<file path="config.mk">
export PLATFORM = sky130hd
export DESIGN_NAME = dds_modulation_top
export DESIGN_NICKNAME = d
export VERILOG_FILES = /design/src/dds_pkg.sv /design/src/lfsr_bit_source.sv /design/src/dds_waveform_gen.sv /design/src/modulation_select.sv /design/src/dds_modulation_top.sv
export VERILOG_INCLUDE_DIRS = /design/src /design/src/src
export SDC_FILE = /design/constraint.sdc
export NUM_CORES = 1
export LEC_CHECK = 0
export BUFFER_PORTS_ARGS = -buffer_cell sky130_fd_sc_hd__buf_4
export CORE_AREA = 4 4 170 172
export DETAILED_ROUTE_END_ITERATION = 12
export DIE_AREA = 0 0 174 176
export MAX_ROUTING_LAYER = met4
export PLACE_DENSITY = 0.79
export SYNTH_ARGS = -nofsm -noshare
export SYNTH_HDL_FRONTEND = slang
export SYNTH_SLANG_ARGS = --single-unit
</file>
<file path="constraint.sdc">
create_clock -name clk -period 14.2 [get_ports clk]
set_input_delay 0 -clock clk [delete_from_list [all_inputs] [get_ports clk]]
set_output_delay 0 -clock clk [all_outputs]
set_load 0.02 [all_outputs]
</file>
<file path="src/dds_sine_table.svh">
`ifndef DDS_SINE_TABLE_SVH
`define DDS_SINE_TABLE_SVH

// first quarter of a sine, sampled at half-step offsets
// entry i = round(2047 * sin((i + 0.5) * pi / 128))
// no entry is zero, so mirroring never produces a repeated zero crossing
localparam logic [10:0] sine_quarter [64] = '{
   11'd25,   11'd75,   11'd126,  11'd176,  11'd226,  11'd275,  11'd325,  11'd375,
   11'd424,  11'd473,  11'd522,  11'd570,  11'd618,  11'd666,  11'd713,  11'd760,
   11'd807,  11'd852,  11'd898,  11'd943,  11'd987,  11'd1031, 11'd1074, 11'd1116,
   11'd1158, 11'd1199, 11'd1239, 11'd1279, 11'd1318, 11'd1356, 11'd1393, 11'd1430,
   11'd1465, 11'd1500, 11'd1533, 11'd1566, 11'd1598, 11'd1629, 11'd1659, 11'd1688,
   11'd1716, 11'd1743, 11'd1769, 11'd1793, 11'd1817, 11'd1840, 11'd1861, 11'd1881,
   11'd1901, 11'd1919, 11'd1936, 11'd1951, 11'd1966, 11'd1979, 11'd1992, 11'd2003,
   11'd2012, 11'd2021, 11'd2028, 11'd2035, 11'd2039, 11'd2043, 11'd2046, 11'd2047
};

`endif

</file>
<file path="src/dds_pkg.sv">
`default_nettype none

package dds_pkg;

   //////////////////////////////////////////////////
   // widths
   //////////////////////////////////////////////////
   localparam int PHASE_W    = 32;   // phase accumulator
   localparam int SAMPLE_W   = 12;   // output sample
   localparam int LUT_ADDR_W = 8;    // top phase bits that index one full wave

   typedef logic [PHASE_W-1:0]         phase_t;
   typedef logic signed [SAMPLE_W-1:0] sample_t;  // two's complement
   typedef logic [4:0]                 lfsr_t;
   typedef logic [31:0]                period_t;  // bit period in clk cycles
   typedef logic [1:0]                 select_t;

   // all ones so the sequence starts in a legal state
   localparam lfsr_t LFSR_SEED = '1;

   //////////////////////////////////////////////////
   // selector codes
   //////////////////////////////////////////////////
   // plain carrier waveform, signal_sel
   localparam select_t SIG_SINE   = 2'd0;
   localparam select_t SIG_COSINE = 2'd1;
   localparam select_t SIG_SAW    = 2'd2;
   localparam select_t SIG_SQUARE = 2'd3;

   // keyed output, modulation_sel
   localparam select_t MOD_ASK  = 2'd0;
   localparam select_t MOD_FSK  = 2'd1;
   localparam select_t MOD_BPSK = 2'd2;
   localparam select_t MOD_RAW  = 2'd3;

   // full scale, used by square and raw bit
   localparam sample_t SAMPLE_MAX = 12'sh7ff;
   localparam sample_t SAMPLE_MIN = 12'sh800;

endpackage

`default_nettype wire

</file>
<file path="src/lfsr_bit_source.sv">
`timescale 1ns/10ps
`default_nettype none

// pseudo-random bit stream, one new bit per bit_period clocks
module lfsr_bit_source
   import dds_pkg::*;
(
   input  logic    clk,
   input  logic    reset,
   input  period_t bit_period,
   output logic    data_bit
);

   period_t count;      // clocks into the current bit
   logic    wrap;       // last clock of the period
   logic    bit_tick;   // one-cycle advance strobe
   lfsr_t   lfsr;

   // >= keeps the counter bounded if bit_period shrinks mid-count
   assign wrap = (count >= bit_period - 1'b1);

   always_ff @(posedge clk or posedge reset)
   begin
      if (reset)
      begin
         count    <= '0;
         bit_tick <= 1'b0;
      end
      else
      begin
         count    <= wrap ? '0 : count + 1'b1;
         bit_tick <= wrap;
      end
   end

   // fibonacci form, taps 0 and 2
   always_ff @(posedge clk or posedge reset)
   begin
      if (reset)
         lfsr <= LFSR_SEED;
      else if (bit_tick)
         lfsr <= {lfsr[0] ^ lfsr[2], lfsr[4:1]};
   end

   assign data_bit = lfsr[0];

   // all zeros is the lock-up state of this LFSR
   a_lfsr_nonzero: assert property (@(posedge clk) disable iff (reset)
      lfsr != '0);

   // a zero period would stall the counter near its top value
   a_period_valid: assert property (@(posedge clk) disable iff (reset)
      bit_period != '0);

endmodule

`default_nettype wire

</file>
<file path="src/dds_waveform_gen.sv">
`timescale 1ns/10ps
`default_nettype none

// DDS core: phase accumulator with four registered waveforms
module dds_waveform_gen
   import dds_pkg::*;
(
   input  logic    clk,
   input  logic    reset,
   input  phase_t  phase_increment,
   output sample_t sine,
   output sample_t cosine,
   output sample_t saw,
   output sample_t square
);

   `include "dds_sine_table.svh"

   phase_t                phase;
   logic [LUT_ADDR_W-1:0] sine_idx;     // wave index k
   logic [LUT_ADDR_W-1:0] cosine_idx;   // k + quarter wave

   //////////////////////////////////////////////////
   // quarter-wave mirroring
   //////////////////////////////////////////////////
   // bit 7 picks the sign half, bit 6 runs the quarter backwards
   function automatic sample_t wave_lookup(input logic [LUT_ADDR_W-1:0] idx);
      logic [LUT_ADDR_W-3:0] addr;
      sample_t               mag;
      addr = idx[LUT_ADDR_W-2] ? ~idx[LUT_ADDR_W-3:0] : idx[LUT_ADDR_W-3:0];
      mag  = {1'b0, sine_quarter[addr]};
      return idx[LUT_ADDR_W-1] ? -mag : mag;
   endfunction

   assign sine_idx   = phase[PHASE_W-1 -: LUT_ADDR_W];
   assign cosine_idx = sine_idx + {2'b01, {(LUT_ADDR_W-2){1'b0}}};  // wraps mod 256

   always_ff @(posedge clk or posedge reset)
   begin
      if (reset)
         phase <= '0;
      else
         phase <= phase + phase_increment;
   end

   //////////////////////////////////////////////////
   // sample registers, one cycle behind the phase
   //////////////////////////////////////////////////
   always_ff @(posedge clk or posedge reset)
   begin
      if (reset)
      begin
         sine   <= '0;
         cosine <= '0;
         saw    <= '0;
         square <= '0;
      end
      else
      begin
         sine   <= wave_lookup(sine_idx);
         cosine <= wave_lookup(cosine_idx);
         saw    <= phase[PHASE_W-1 -: SAMPLE_W];                 // top bits as signed ramp
         square <= phase[PHASE_W-1] ? SAMPLE_MIN : SAMPLE_MAX;   // high in first half
      end
   end

endmodule

`default_nettype wire

</file>
<file path="src/modulation_select.sv">
`timescale 1ns/10ps
`default_nettype none

// keys the carrier with the data bit and picks the two outputs
module modulation_select
   import dds_pkg::*;
(
   input  logic    clk,
   input  logic    reset,
   input  select_t modulation_sel,
   input  select_t signal_sel,
   input  logic    data_bit,
   input  sample_t sine,
   input  sample_t cosine,
   input  sample_t saw,
   input  sample_t square,
   input  sample_t fsk_cosine,
   output sample_t modulation_out,
   output sample_t signal_out,
   output logic    bit_out
);

   sample_t ask_wave;
   sample_t bpsk_wave;
   sample_t raw_wave;
   sample_t keyed;    // selected modulation
   sample_t plain;    // selected carrier waveform

   assign ask_wave  = data_bit ? cosine : '0;        // on-off keying
   assign bpsk_wave = data_bit ? cosine : -cosine;   // table never hits SAMPLE_MIN
   assign raw_wave  = data_bit ? SAMPLE_MAX : SAMPLE_MIN;

   always_comb
   begin
      unique case (modulation_sel)
         MOD_ASK:  keyed = ask_wave;
         MOD_FSK:  keyed = fsk_cosine;   // second generator carries the frequency shift
         MOD_BPSK: keyed = bpsk_wave;
         MOD_RAW:  keyed = raw_wave;
      endcase
   end

   always_comb
   begin
      unique case (signal_sel)
         SIG_SINE:   plain = sine;
         SIG_COSINE: plain = cosine;
         SIG_SAW:    plain = saw;
         SIG_SQUARE: plain = square;
      endcase
   end

   //////////////////////////////////////////////////
   // output stage, bit travels with its sample
   //////////////////////////////////////////////////
   always_ff @(posedge clk or posedge reset)
   begin
      if (reset)
      begin
         modulation_out <= '0;
         signal_out     <= '0;
         bit_out        <= 1'b0;
      end
      else
      begin
         modulation_out <= keyed;
         signal_out     <= plain;
         bit_out        <= data_bit;
      end
   end

   // a zero bit in BPSK must flip the carrier that was sampled
   a_bpsk_inverts: assert property (@(posedge clk) disable iff (reset)
      ($past(modulation_sel) == MOD_BPSK && !bit_out)
         |-> (modulation_out + $past(cosine) == '0));

endmodule

`default_nettype wire

</file>
<file path="src/dds_modulation_top.sv">
`timescale 1ns/10ps
`default_nettype none

// DDS signal generator with LFSR-keyed modulation
module dds_modulation_top
   import dds_pkg::*;
(
   input  logic    clk,
   input  logic    reset,
   input  phase_t  carrier_increment,
   input  phase_t  fsk_increment,
   input  period_t bit_period,
   input  select_t signal_sel,
   input  select_t modulation_sel,
   output sample_t signal_out,
   output sample_t modulation_out,
   output logic    data_bit
);

   logic    lfsr_bit;         // raw bit, one stage ahead of data_bit
   sample_t carrier_sine;
   sample_t carrier_cosine;
   sample_t carrier_saw;
   sample_t carrier_square;
   sample_t fsk_cosine;

   //////////////////////////////////////////////////
   // bit source and the two generators
   //////////////////////////////////////////////////
   lfsr_bit_source bit_source (
      .clk        (clk),
      .reset      (reset),
      .bit_period (bit_period),
      .data_bit   (lfsr_bit)
   );

   dds_waveform_gen carrier_gen (
      .clk             (clk),
      .reset           (reset),
      .phase_increment (carrier_increment),
      .sine            (carrier_sine),
      .cosine          (carrier_cosine),
      .saw             (carrier_saw),
      .square          (carrier_square)
   );

   // only the cosine of the shifted tone is needed
   dds_waveform_gen fsk_gen (
      .clk             (clk),
      .reset           (reset),
      .phase_increment (fsk_increment),
      .sine            (),
      .cosine          (fsk_cosine),
      .saw             (),
      .square          ()
   );

   modulation_select output_select (
      .clk            (clk),
      .reset          (reset),
      .modulation_sel (modulation_sel),
      .signal_sel     (signal_sel),
      .data_bit       (lfsr_bit),
      .sine           (carrier_sine),
      .cosine         (carrier_cosine),
      .saw            (carrier_saw),
      .square         (carrier_square),
      .fsk_cosine     (fsk_cosine),
      .modulation_out (modulation_out),
      .signal_out     (signal_out),
      .bit_out        (data_bit)       // aligned with modulation_out
   );

endmodule

`default_nettype wire

</file>
; ---- After elaboration in Yosys (flattened, before gate mapping)
; Memories as Yosys holds them, arrays and structs flattened.
; Cells that the tools add are included.
[word_totals]
reg_bits = 187
mem_bits_ro = 2112
input_bits = 102
mem_count = 3
[mem_list]
columns = memory, words, word_bits, read_ports, rd_clocked_by_memory_dff, wr, line_no
row1 = (name not given), 64, 11, 1, 0, 0, dds_waveform_gen.sv:31  ; mag = {1'b0, sine_quarter[addr]};
row2 = (name not given), 64, 11, 1, 0, 0, dds_waveform_gen.sv:31
row3 = (name not given), 64, 11, 1, 0, 0, dds_waveform_gen.sv:31
[classes]
add_sub_neg = 10
n_lt_le_gt_ge = 4
eq_ne = 6
muxes = 19
bitwise = 7
n_reduce_logical = 2
[ops]
columns = op, count
row1 = 12-bit one-hot mux with 4 select lines, 2
row2 = 12-bit 2-to-1 mux, 7
row3 = 11-bit 2-to-1 mux, 6
row4 = 32-bit adder, 2
row5 = 11-bit negation with 12-bit output, 3
row6 = 32-bit by 1-bit adder with 32-bit output (second input constant), 1
row7 = 32-bit greater-or-equal comparator, 1
row8 = 32-bit 2-to-1 mux, 1
row9 = 32-bit by 1-bit subtractor with 32-bit output (second input constant), 1
row10 = 7-bit greater-or-equal comparator (second input constant), 3
row11 = 6-bit NOT with 7-bit output, 3
row12 = 6-bit 2-to-1 mux, 3
row13 = 6-bit NOT, 3
row14 = 8-bit by 7-bit adder with 8-bit output (second input constant), 2
row15 = 12-bit negation, 1
row16 = 2-bit equality test (second input constant), 4
row17 = 2-bit by 1-bit equality test with 1-bit output (second input constant), 2
row18 = 2-bit zero test, 2
row19 = 1-bit bitwise XOR, 1

; ---- Longest topological paths before layout
; Gate-level depths: netlist of run 1.
[depth]
depth_word = 9
ltp_mapped = 19
depth_no_buf = 17

; ---- Cells and area by module
; A second synthesis of run 1 with hierarchy kept.
[hier_totals]
hier_cells = 2454
area_unflattened_um2 = 20374.5
[modules_own_cells]
columns = module, instances, cells_per_inst, area_each_um2, seq_area_each_um2
row1 = dds_waveform_gen (fsk_gen), 1, 1004, 8007.7, 1726.7
row2 = dds_waveform_gen (carrier_gen), 1, 987, 7815.0, 1726.7
row3 = lfsr_bit_source, 1, 336, 3059.2, 957.2
row4 = modulation_select, 1, 127, 1492.7, 625.6

; ---- Worst setup path after synthesis of run 1
; OpenSTA, ideal clock, no wires.
[synth_timing]
kind = input -> register
startpoint = input port bit_period[13]
endpoint = register bit_source.count[10]
setup_time_ns = 0.086
arrival_time_ns = 3.828
t_required_ns = 14.114
path_slack_ns = 10.286
stages = 17
path_cell_list = or3_4 or4_1 or3_4 or4_4 nor4_4 and2b_1 xnor2_1 ha_1 a21o_1 a21o_1 a21o_1 a21o_1 a21oi_1 nor2_1 a211o_1 clkbuf_1 nor3_1
[synth_between]
elab_chain_len = 3
[synth_lines]
columns = element, line_no
row1 = from (decl), dds_modulation_top.sv:12  ; input period_t bit_period,
row2 = 32-bit by 1-bit subtractor with 32-bit output, lfsr_bit_source.sv:20  ; assign wrap = (count >= bit_period - 1'b1);
row3 = 32-bit greater-or-equal comparator, lfsr_bit_source.sv:20
row4 = 32-bit 2-to-1 mux, lfsr_bit_source.sv:31  ; count <= wrap ? '0 : count + 1'b1;
row5 = to (signal assigned), lfsr_bit_source.sv:31
row6 = to (decl), lfsr_bit_source.sv:14  ; period_t count;
; No other way between the ends.
; A chain may end at the register's enable or synchronous reset.

; ---- Worst setup path in the final report of run 1
[layout_timing]
startpoint = register carrier_gen.phase[30]
endpoint = register carrier_gen.sine[9]
[layout_between]
elab_chain_len = 7
[layout_lines]
columns = element, line_no
row1 = from (decl), dds_waveform_gen.sv:19  ; phase_t phase;
row2 = from (signal assigned), dds_waveform_gen.sv:43  ; phase <= phase + phase_increment;
row3 = 6-bit 2-to-1 mux *, dds_waveform_gen.sv:30  ; addr = idx[LUT_ADDR_W-2] ? ~idx[LUT_ADDR_W-3:0] : idx[LUT_ADDR_W-3:0];
row4 = 6-bit NOT with 7-bit output (implied by the code) *, dds_waveform_gen.sv:31
row5 = memory 64 x 11 bit *, -
row6 = 11-bit 2-to-1 mux (implied by the code) * (2 in series), dds_waveform_gen.sv:31
row7 = 11-bit negation with 12-bit output, dds_waveform_gen.sv:32  ; return idx[LUT_ADDR_W-1] ? -mag : mag;
row8 = 12-bit 2-to-1 mux *, dds_waveform_gen.sv:32
row9 = to (signal assigned), dds_waveform_gen.sv:60  ; sine <= wave_lookup(sine_idx);
row10 = to (decl), dds_waveform_gen.sv:11  ; output sample_t sine,
; Every way passes the cells marked *; elsewhere a longest branch is shown, timed or not. The select of a mux whose other input is x is not followed.

==> results of run 1 <==
logic make-up (layout without fill, tap and decap cells):
group | Yosys count | count (layout) | share of synthesized area [%]
compound gates | 609 | 609 | 25.56
xor+xnor | 163 | 163 | 9.474
fa+ha+maj | 123 | 123 | 9.558
buf+inv | 193 | 283 | 5.302
flops | 176 | 176 | 27.13
mux | 45 | 45 | 4.010
simple gates | 607 | 607 | 18.97
worst min-delay path by stage:
stage,start,to,slack [ns]
3_3_place_gp,fsk_increment[0],fsk_gen.phase[0],0.23
6_report,carrier_increment[23],carrier_gen.phase[23],0.004
4_1_cts,carrier_increment[27],carrier_gen.phase[27],0.0002
5_1_grt,carrier_increment[27],carrier_gen.phase[27],0.02
2_1_floorplan,modulation_sel[0],output_select.modulation_out[7],0.10
3_5_place_dp,carrier_increment[0],carrier_gen.phase[0],0.23
Yosys cell counts (43+ instances only):
cell type	instances	share of area, %
ha_1	121	9.3
nand2_1	124	2.9
nor2_1	152	3.5
dfrtp_1	171	26
xnor2_1	95	5.1
nand3_1	43	1.3
a21o_1	53	2.4
xor2_1	57	3.1
nor3_1	92	2.8
inv_1	66	1.5
a21oi_1	118	3.6
o21ai_0	121	3.7
clkbuf_1	59	1.4
per-layer routing:
metal / global-route usage, % / share of wire, % / vias up
li1: - / - / 7285
met2: 47.68 / 46 / 825
met3: 5.910 / 8.9 / 160
met1: 40.00 / 41 / 7344
met4: 11.05 / 3.9 / 0
met5: - / 0 / -
tightest hold or removal path, stage by stage:
cell,delay [ns]
buf_4,0.08
ha_1,0.23
xor2_1,0.09
sequential cells by signal, summed over array words and instances, names as in the netlist, 5 cells and up:
name	count
bit_source.count	32
carrier_gen.phase	32
fsk_gen.phase	32
carrier_gen.cosine	12
carrier_gen.saw	12
carrier_gen.sine	12
fsk_gen.cosine	12
output_select.modulation_out	12
output_select.signal_out	12
bit_source.lfsr	5
cell usage in the layout, fill, tap and decap left out, types with 15 or more instances in the layout:
cell,count
nand2b_1,32
mux2i_1,19
a221oi_1,18
xor2_1,57
nor2_1,152
o211ai_1,36
nor3_1,92
a22oi_1,19
dfrtp_1,168
o21ai_0,121
nand4_1,26
dlygate4sd3_1,40
and3_1,15
nor2b_1,37
clkbuf_16,17
a21oi_1,118
ha_1,121
xnor2_1,95
nand3_1,43
a21o_1,53
a211oi_1,25
inv_1,65
a31oi_1,34
buf_4,139
mux4_2,15
nand2_1,124
cell type report:
cell class                      count  area share, %
Tap cell                          346          2.386
Sequential cell                   176          24.34
Clock buffer                       18          2.365
Timing Repair Buffer              179          7.956
Clock inverter                     14         0.8343
Multi-Input combinational cell   1547          60.60
Inverter                           72          1.517
metrics by stage:
step / hold WS, ns / std cells / worst slack, ns / instance area, um^2 / util (%)
5_1_grt: 0.01833 / 2352 / 9.534 / 18150 / 66.05
6_report: 0.004057 / 2352 / 9.783 / 18150 / 66.05
2_1_floorplan: 0.1031 / 1916 / 9.435 / 16260 / -
3_5_place_dp: 0.2299 / 2280 / 9.443 / 17170 / 62.48
4_1_cts: 0.0002090 / 2351 / 9.895 / 18140 / 66.01
3_3_place_gp: 0.2275 / 2280 / 9.537 / 17170 / 62.48
repair_timing:
action | 4_1_cts | 5_1_grt
endpoints found under the hold margin | 133 | 1
gates resized for setup | 0 | 0
hold buffers | 39 | 1
==> results.toml, run 1 <==
[outcome]
status = "finished clean"

[grt]
grt_pass1_vias = 14918
grt_pass1_wl_um = 75670
antenna_found_initial = 0
globalRouteOverflowTotal = 0
grt_max_degree = 96
grt.total_usage_pct = 30.53

[clock_network]
clock_path_buffers = 2
numCtsBuffers = 17
cts.sinks = 176
cts_setup_buffers = 0
h-tree-depth = 4
clkLatencyLatePin_ns = 0.44
cts_tree = "yes"
cts-root-buf = "clkbuf_16"
clkTransAtPathRegs_ns = 0.07

[sta]
setup_viol = 0
max_clock_freq_mhz = 226.4
worst_slew_pin_slew_ns = 1.057
setup_tns_ns = 0
finalHoldViolations = 0
min_period_over_period_pct = 31.11
rsz0062_at_grt = "no"
period_minus_slack_ns = 4.417
max-slew-margin-rel_pct = 28.90
drv_slew = 0
clock_skew_ns = 0.01750

[drt]
wl_per_cell_um = 19.58
avgViaCountPerCell = 6.639
vias = 15614
wl_um = 46060
drt.antenna.violating_nets = 0
drc = 0
drt_iter0_drc = 1985
first_pass_iters = 8

[yosys]
synth-seq-cells = 176
synthFlopType = "dfrtp_1"
synth_cell_type_count = 98
synthArstFlopShare_pct = 100.0
syn_inst = 1916
synth_seq_area_share_pct = 27.13
synth_nets = 2141
syn_area_per_cell_um2 = 8.485
ys_warn_count = 0
synth_edf_count = 0
syn_area_um2 = 16260

[critical_path]
crit_arrival_ns = 4.72
path_cells = "xor2_1 -> inv_1 -> ha_1 -> inv_1 -> ha_1 -> o221ai_1 -> o21ai_0 -> a211o_1 -> a221oi_1 -> or3_1 -> o31ai_2 -> xor2_1"
cp-startpoint = "carrier_gen.phase[30]"
critical_path.max_fanout = 33
setup.worst_path.end = "carrier_gen.sine[9]"
start_kind = "register"
cp.depth = 12
reg2reg_to = "carrier_gen.sine[9]"
slowest_delay_ns = 0.69
worst-path-buf-inv = 2
cp_top_family = "compound AO/OA/AOI/OAI gates"
timing.rr.start = "carrier_gen.phase[30]"
worst_r2r_path_depth = 12
path_class = "reg -> reg"
crit_path_end_kind = "register"
timing.reg2reg.setup_slack_ns = 9.78
cp.required_ns = 14.50
worst_path_max_delay_cell = "dfrtp_4"

[worst_hold_path]
hold_depth = 3
hold_path.class = "in -> reg"

[floorplanning]
die_x_um = 174
num_rows = 61
die_area_um2 = 30620
start_util_pct = 59.17
die_h_um = 176
num_io_pins = 127
coreArea_um2 = 27480

[cells_and_area]
drive_gt1_share_pct = 12.46
final_nets = 2218
areaGrowthSynthToFinish_pct = 11.62
regArea_um2 = 4417
fillers = 2244
n_antenna_cell = 0
multi_input_area_um2 = 11000

[placed_design]
gp_congestion = 1.011
hpwl_um = 32590
portBuffers = 126

[job]
cap_viol_max_count = 0
Power of run 1 is left out: the tool's default activity adds up to more than one toggle a clock period on the data nets, which glitch-free logic cannot reach.
==> inputs of run 2 (changes only) <==
- clock period: 14.2 -> 4.1 ns (I/O delays scaled with it)
==> run 2 against run 1 <==
Sequential share of layout area fell by 0.80 points. Fmax rose by 18%. Register-to-register slack got worse by 9.4 ns. First-iteration DRC count fell by 6.8%. Via count rose by 2.1%. Final cell count rose by 2.9%. Highest routed layer unchanged.
==> results.toml, run 2 (synthesis results as in run 1) <==
[floorplanning]
num_rows = 61
die_x_um = 174
num_io_pins = 127
start_util_pct = 59.17
die_h_um = 176
die_area_um2 = 30620
coreArea_um2 = 27480

[clock_network]
clkLatencyLatePin_ns = 0.45
cts-root-buf = "clkbuf_16"
cts.sinks = 176
clock_path_buffers = 2
h-tree-depth = 4
clkTransAtPathRegs_ns = 0.08
cts_tree = "yes"
cts_resized = 0
numCtsBuffers = 17

[cells_and_area]
largestRegisters = "bit_source.count x32, carrier_gen.phase x32, fsk_gen.phase x32"
final_cell_mix = "201 x buf_4, 168 x dfrtp_1, 152 x nor2_1"
mostFrequentLayoutCell = "buf_4"
final_nets = 2287
n_antenna_cell = 0
areaGrowthSynthToFinish_pct = 15.39
drive_gt1_share_pct = 15.33
final_core_util_pct = 68.28

[grt]
grt_max_degree = 92
globalRouteOverflowTotal = 0
grt.total_usage_pct = 32.96
grt_pass1_vias = 15506
grt_pass1_wl_um = 80940
antenna_found_initial = 0

[critical_path]
path_cells = "buf_12 -> xor2_1 -> ha_1 -> inv_1 -> ha_1 -> o211ai_1 -> and3_1 -> nor3b_1 -> and4bb_1 -> a41oi_1 -> xor2_1"
start_kind = "register"
cp.required_ns = 4.40
crit_arrival_ns = 4.06
timing.reg2reg.setup_slack_ns = 0.34
reg2reg_to = "carrier_gen.cosine[10]"
slowest_delay_ns = 0.54
worst_path_max_delay_cell = "ha_1"
worst_r2r_path_depth = 11
path_class = "reg -> reg"
timing.rr.start = "carrier_gen.phase[30]"
critical_path.max_fanout = 69
crit_path_end_kind = "register"

[sta]
clock_skew_ns = 0.01736
rsz0062_at_grt = "no"
setup_viol = 0
min_period_over_period_pct = 91.62
period_minus_slack_ns = 3.756
max_clock_freq_mhz = 266.2
finalHoldViolations = 0
drv_slew = 0
max-slew-margin-rel_pct = 39.57
worst_slew_pin_slew_ns = 0.9034

[drt]
avgViaCountPerCell = 6.585
drc = 0
wl_per_cell_um = 20.70
first_pass_iters = 8
wl_um = 50110
drt.antenna.violating_nets = 0
vias = 15942
drt_iter0_drc = 1851

[worst_hold_path]
hold_depth = 3
min_from = "fsk_increment[8]"
hold_path.class = "in -> reg"
hold_path_end = "fsk_gen.phase[8]"

[job]
cap_viol_max_count = 0

[outcome]
status = "finished clean"

[placed_design]
portBuffers = 126
hpwl_um = 35660
gp_congestion = 1.012
[run 2: cell type report]
cell class	instances	area, um^2
multi-input combinational	1547	11000
fill	2199	8716
sequential	176	4417
timing repair buffer	248	2029
tap	346	432.9
clock buffer	17	425.4
inverter	72	274.0
clock inverter	15	183.9
[run 2: worst max-delay path by stage]
stage | to | cells past startpoint | startpoint
2_1_floorplan | bit_source.count[10] | 17 | bit_period[13]
3_3_place_gp | bit_source.count[13] | 18 | bit_period[13]
3_5_place_dp | bit_source.count[25] | 18 | bit_period[13]
4_1_cts | bit_source.count[1] | 18 | bit_period[13]
5_1_grt | bit_source.count[2] | 19 | bit_period[3]
6_report | carrier_gen.cosine[10] | 11 | carrier_gen.phase[30]
[run 2: critical path, delay by kind of cell, from the launching register on]
| kind | cells | cell delay (ns) |
|---|---|---|
| AOI/OAI and AO/OA | 2 | 0.33 |
| xor gates and xnor gates | 2 | 0.52 |
| adders and majority gates | 2 | 0.80 |
| buffers and inverters | 2 | 0.48 |
| DFF | 1 | 0.49 |
| and+or+nand+nor | 3 | 0.97 |
[run 2: layer usage]
metal / track usage [%] / vias up / routed length, um
met5: - / - / 0
met4: 11.65 / 0 / 1646
met3: 5.974 / 147 / 3975
met2: 53.13 / 802 / 23670
met1: 42.17 / 7584 / 20820
li1: - / 7409 / -
[run 2: timing repair]
action | 4_1_cts | 5_1_grt
setup buffers | 0 | 0
endpoints found under the hold margin | 80 | 0
hold buffers | 42 | 0
[run 2: stage by stage]
stage          instances  TNS [ns]  area (um^2)  setup WS (ns)  hold slack, ns
3_3_place_gp        2347         0        17730        0.04839          0.2176
6_report            2421         0        18760         0.3436         0.01160
2_1_floorplan       1916         0        16260         0.1862          0.1031
5_1_grt             2421         0        18760         0.1162        0.006381
3_5_place_dp        2347   -0.1266        17730       -0.05194          0.2261
4_1_cts             2421         0        18760         0.3766        0.002658
Power of run 2 is left out for the same reason.
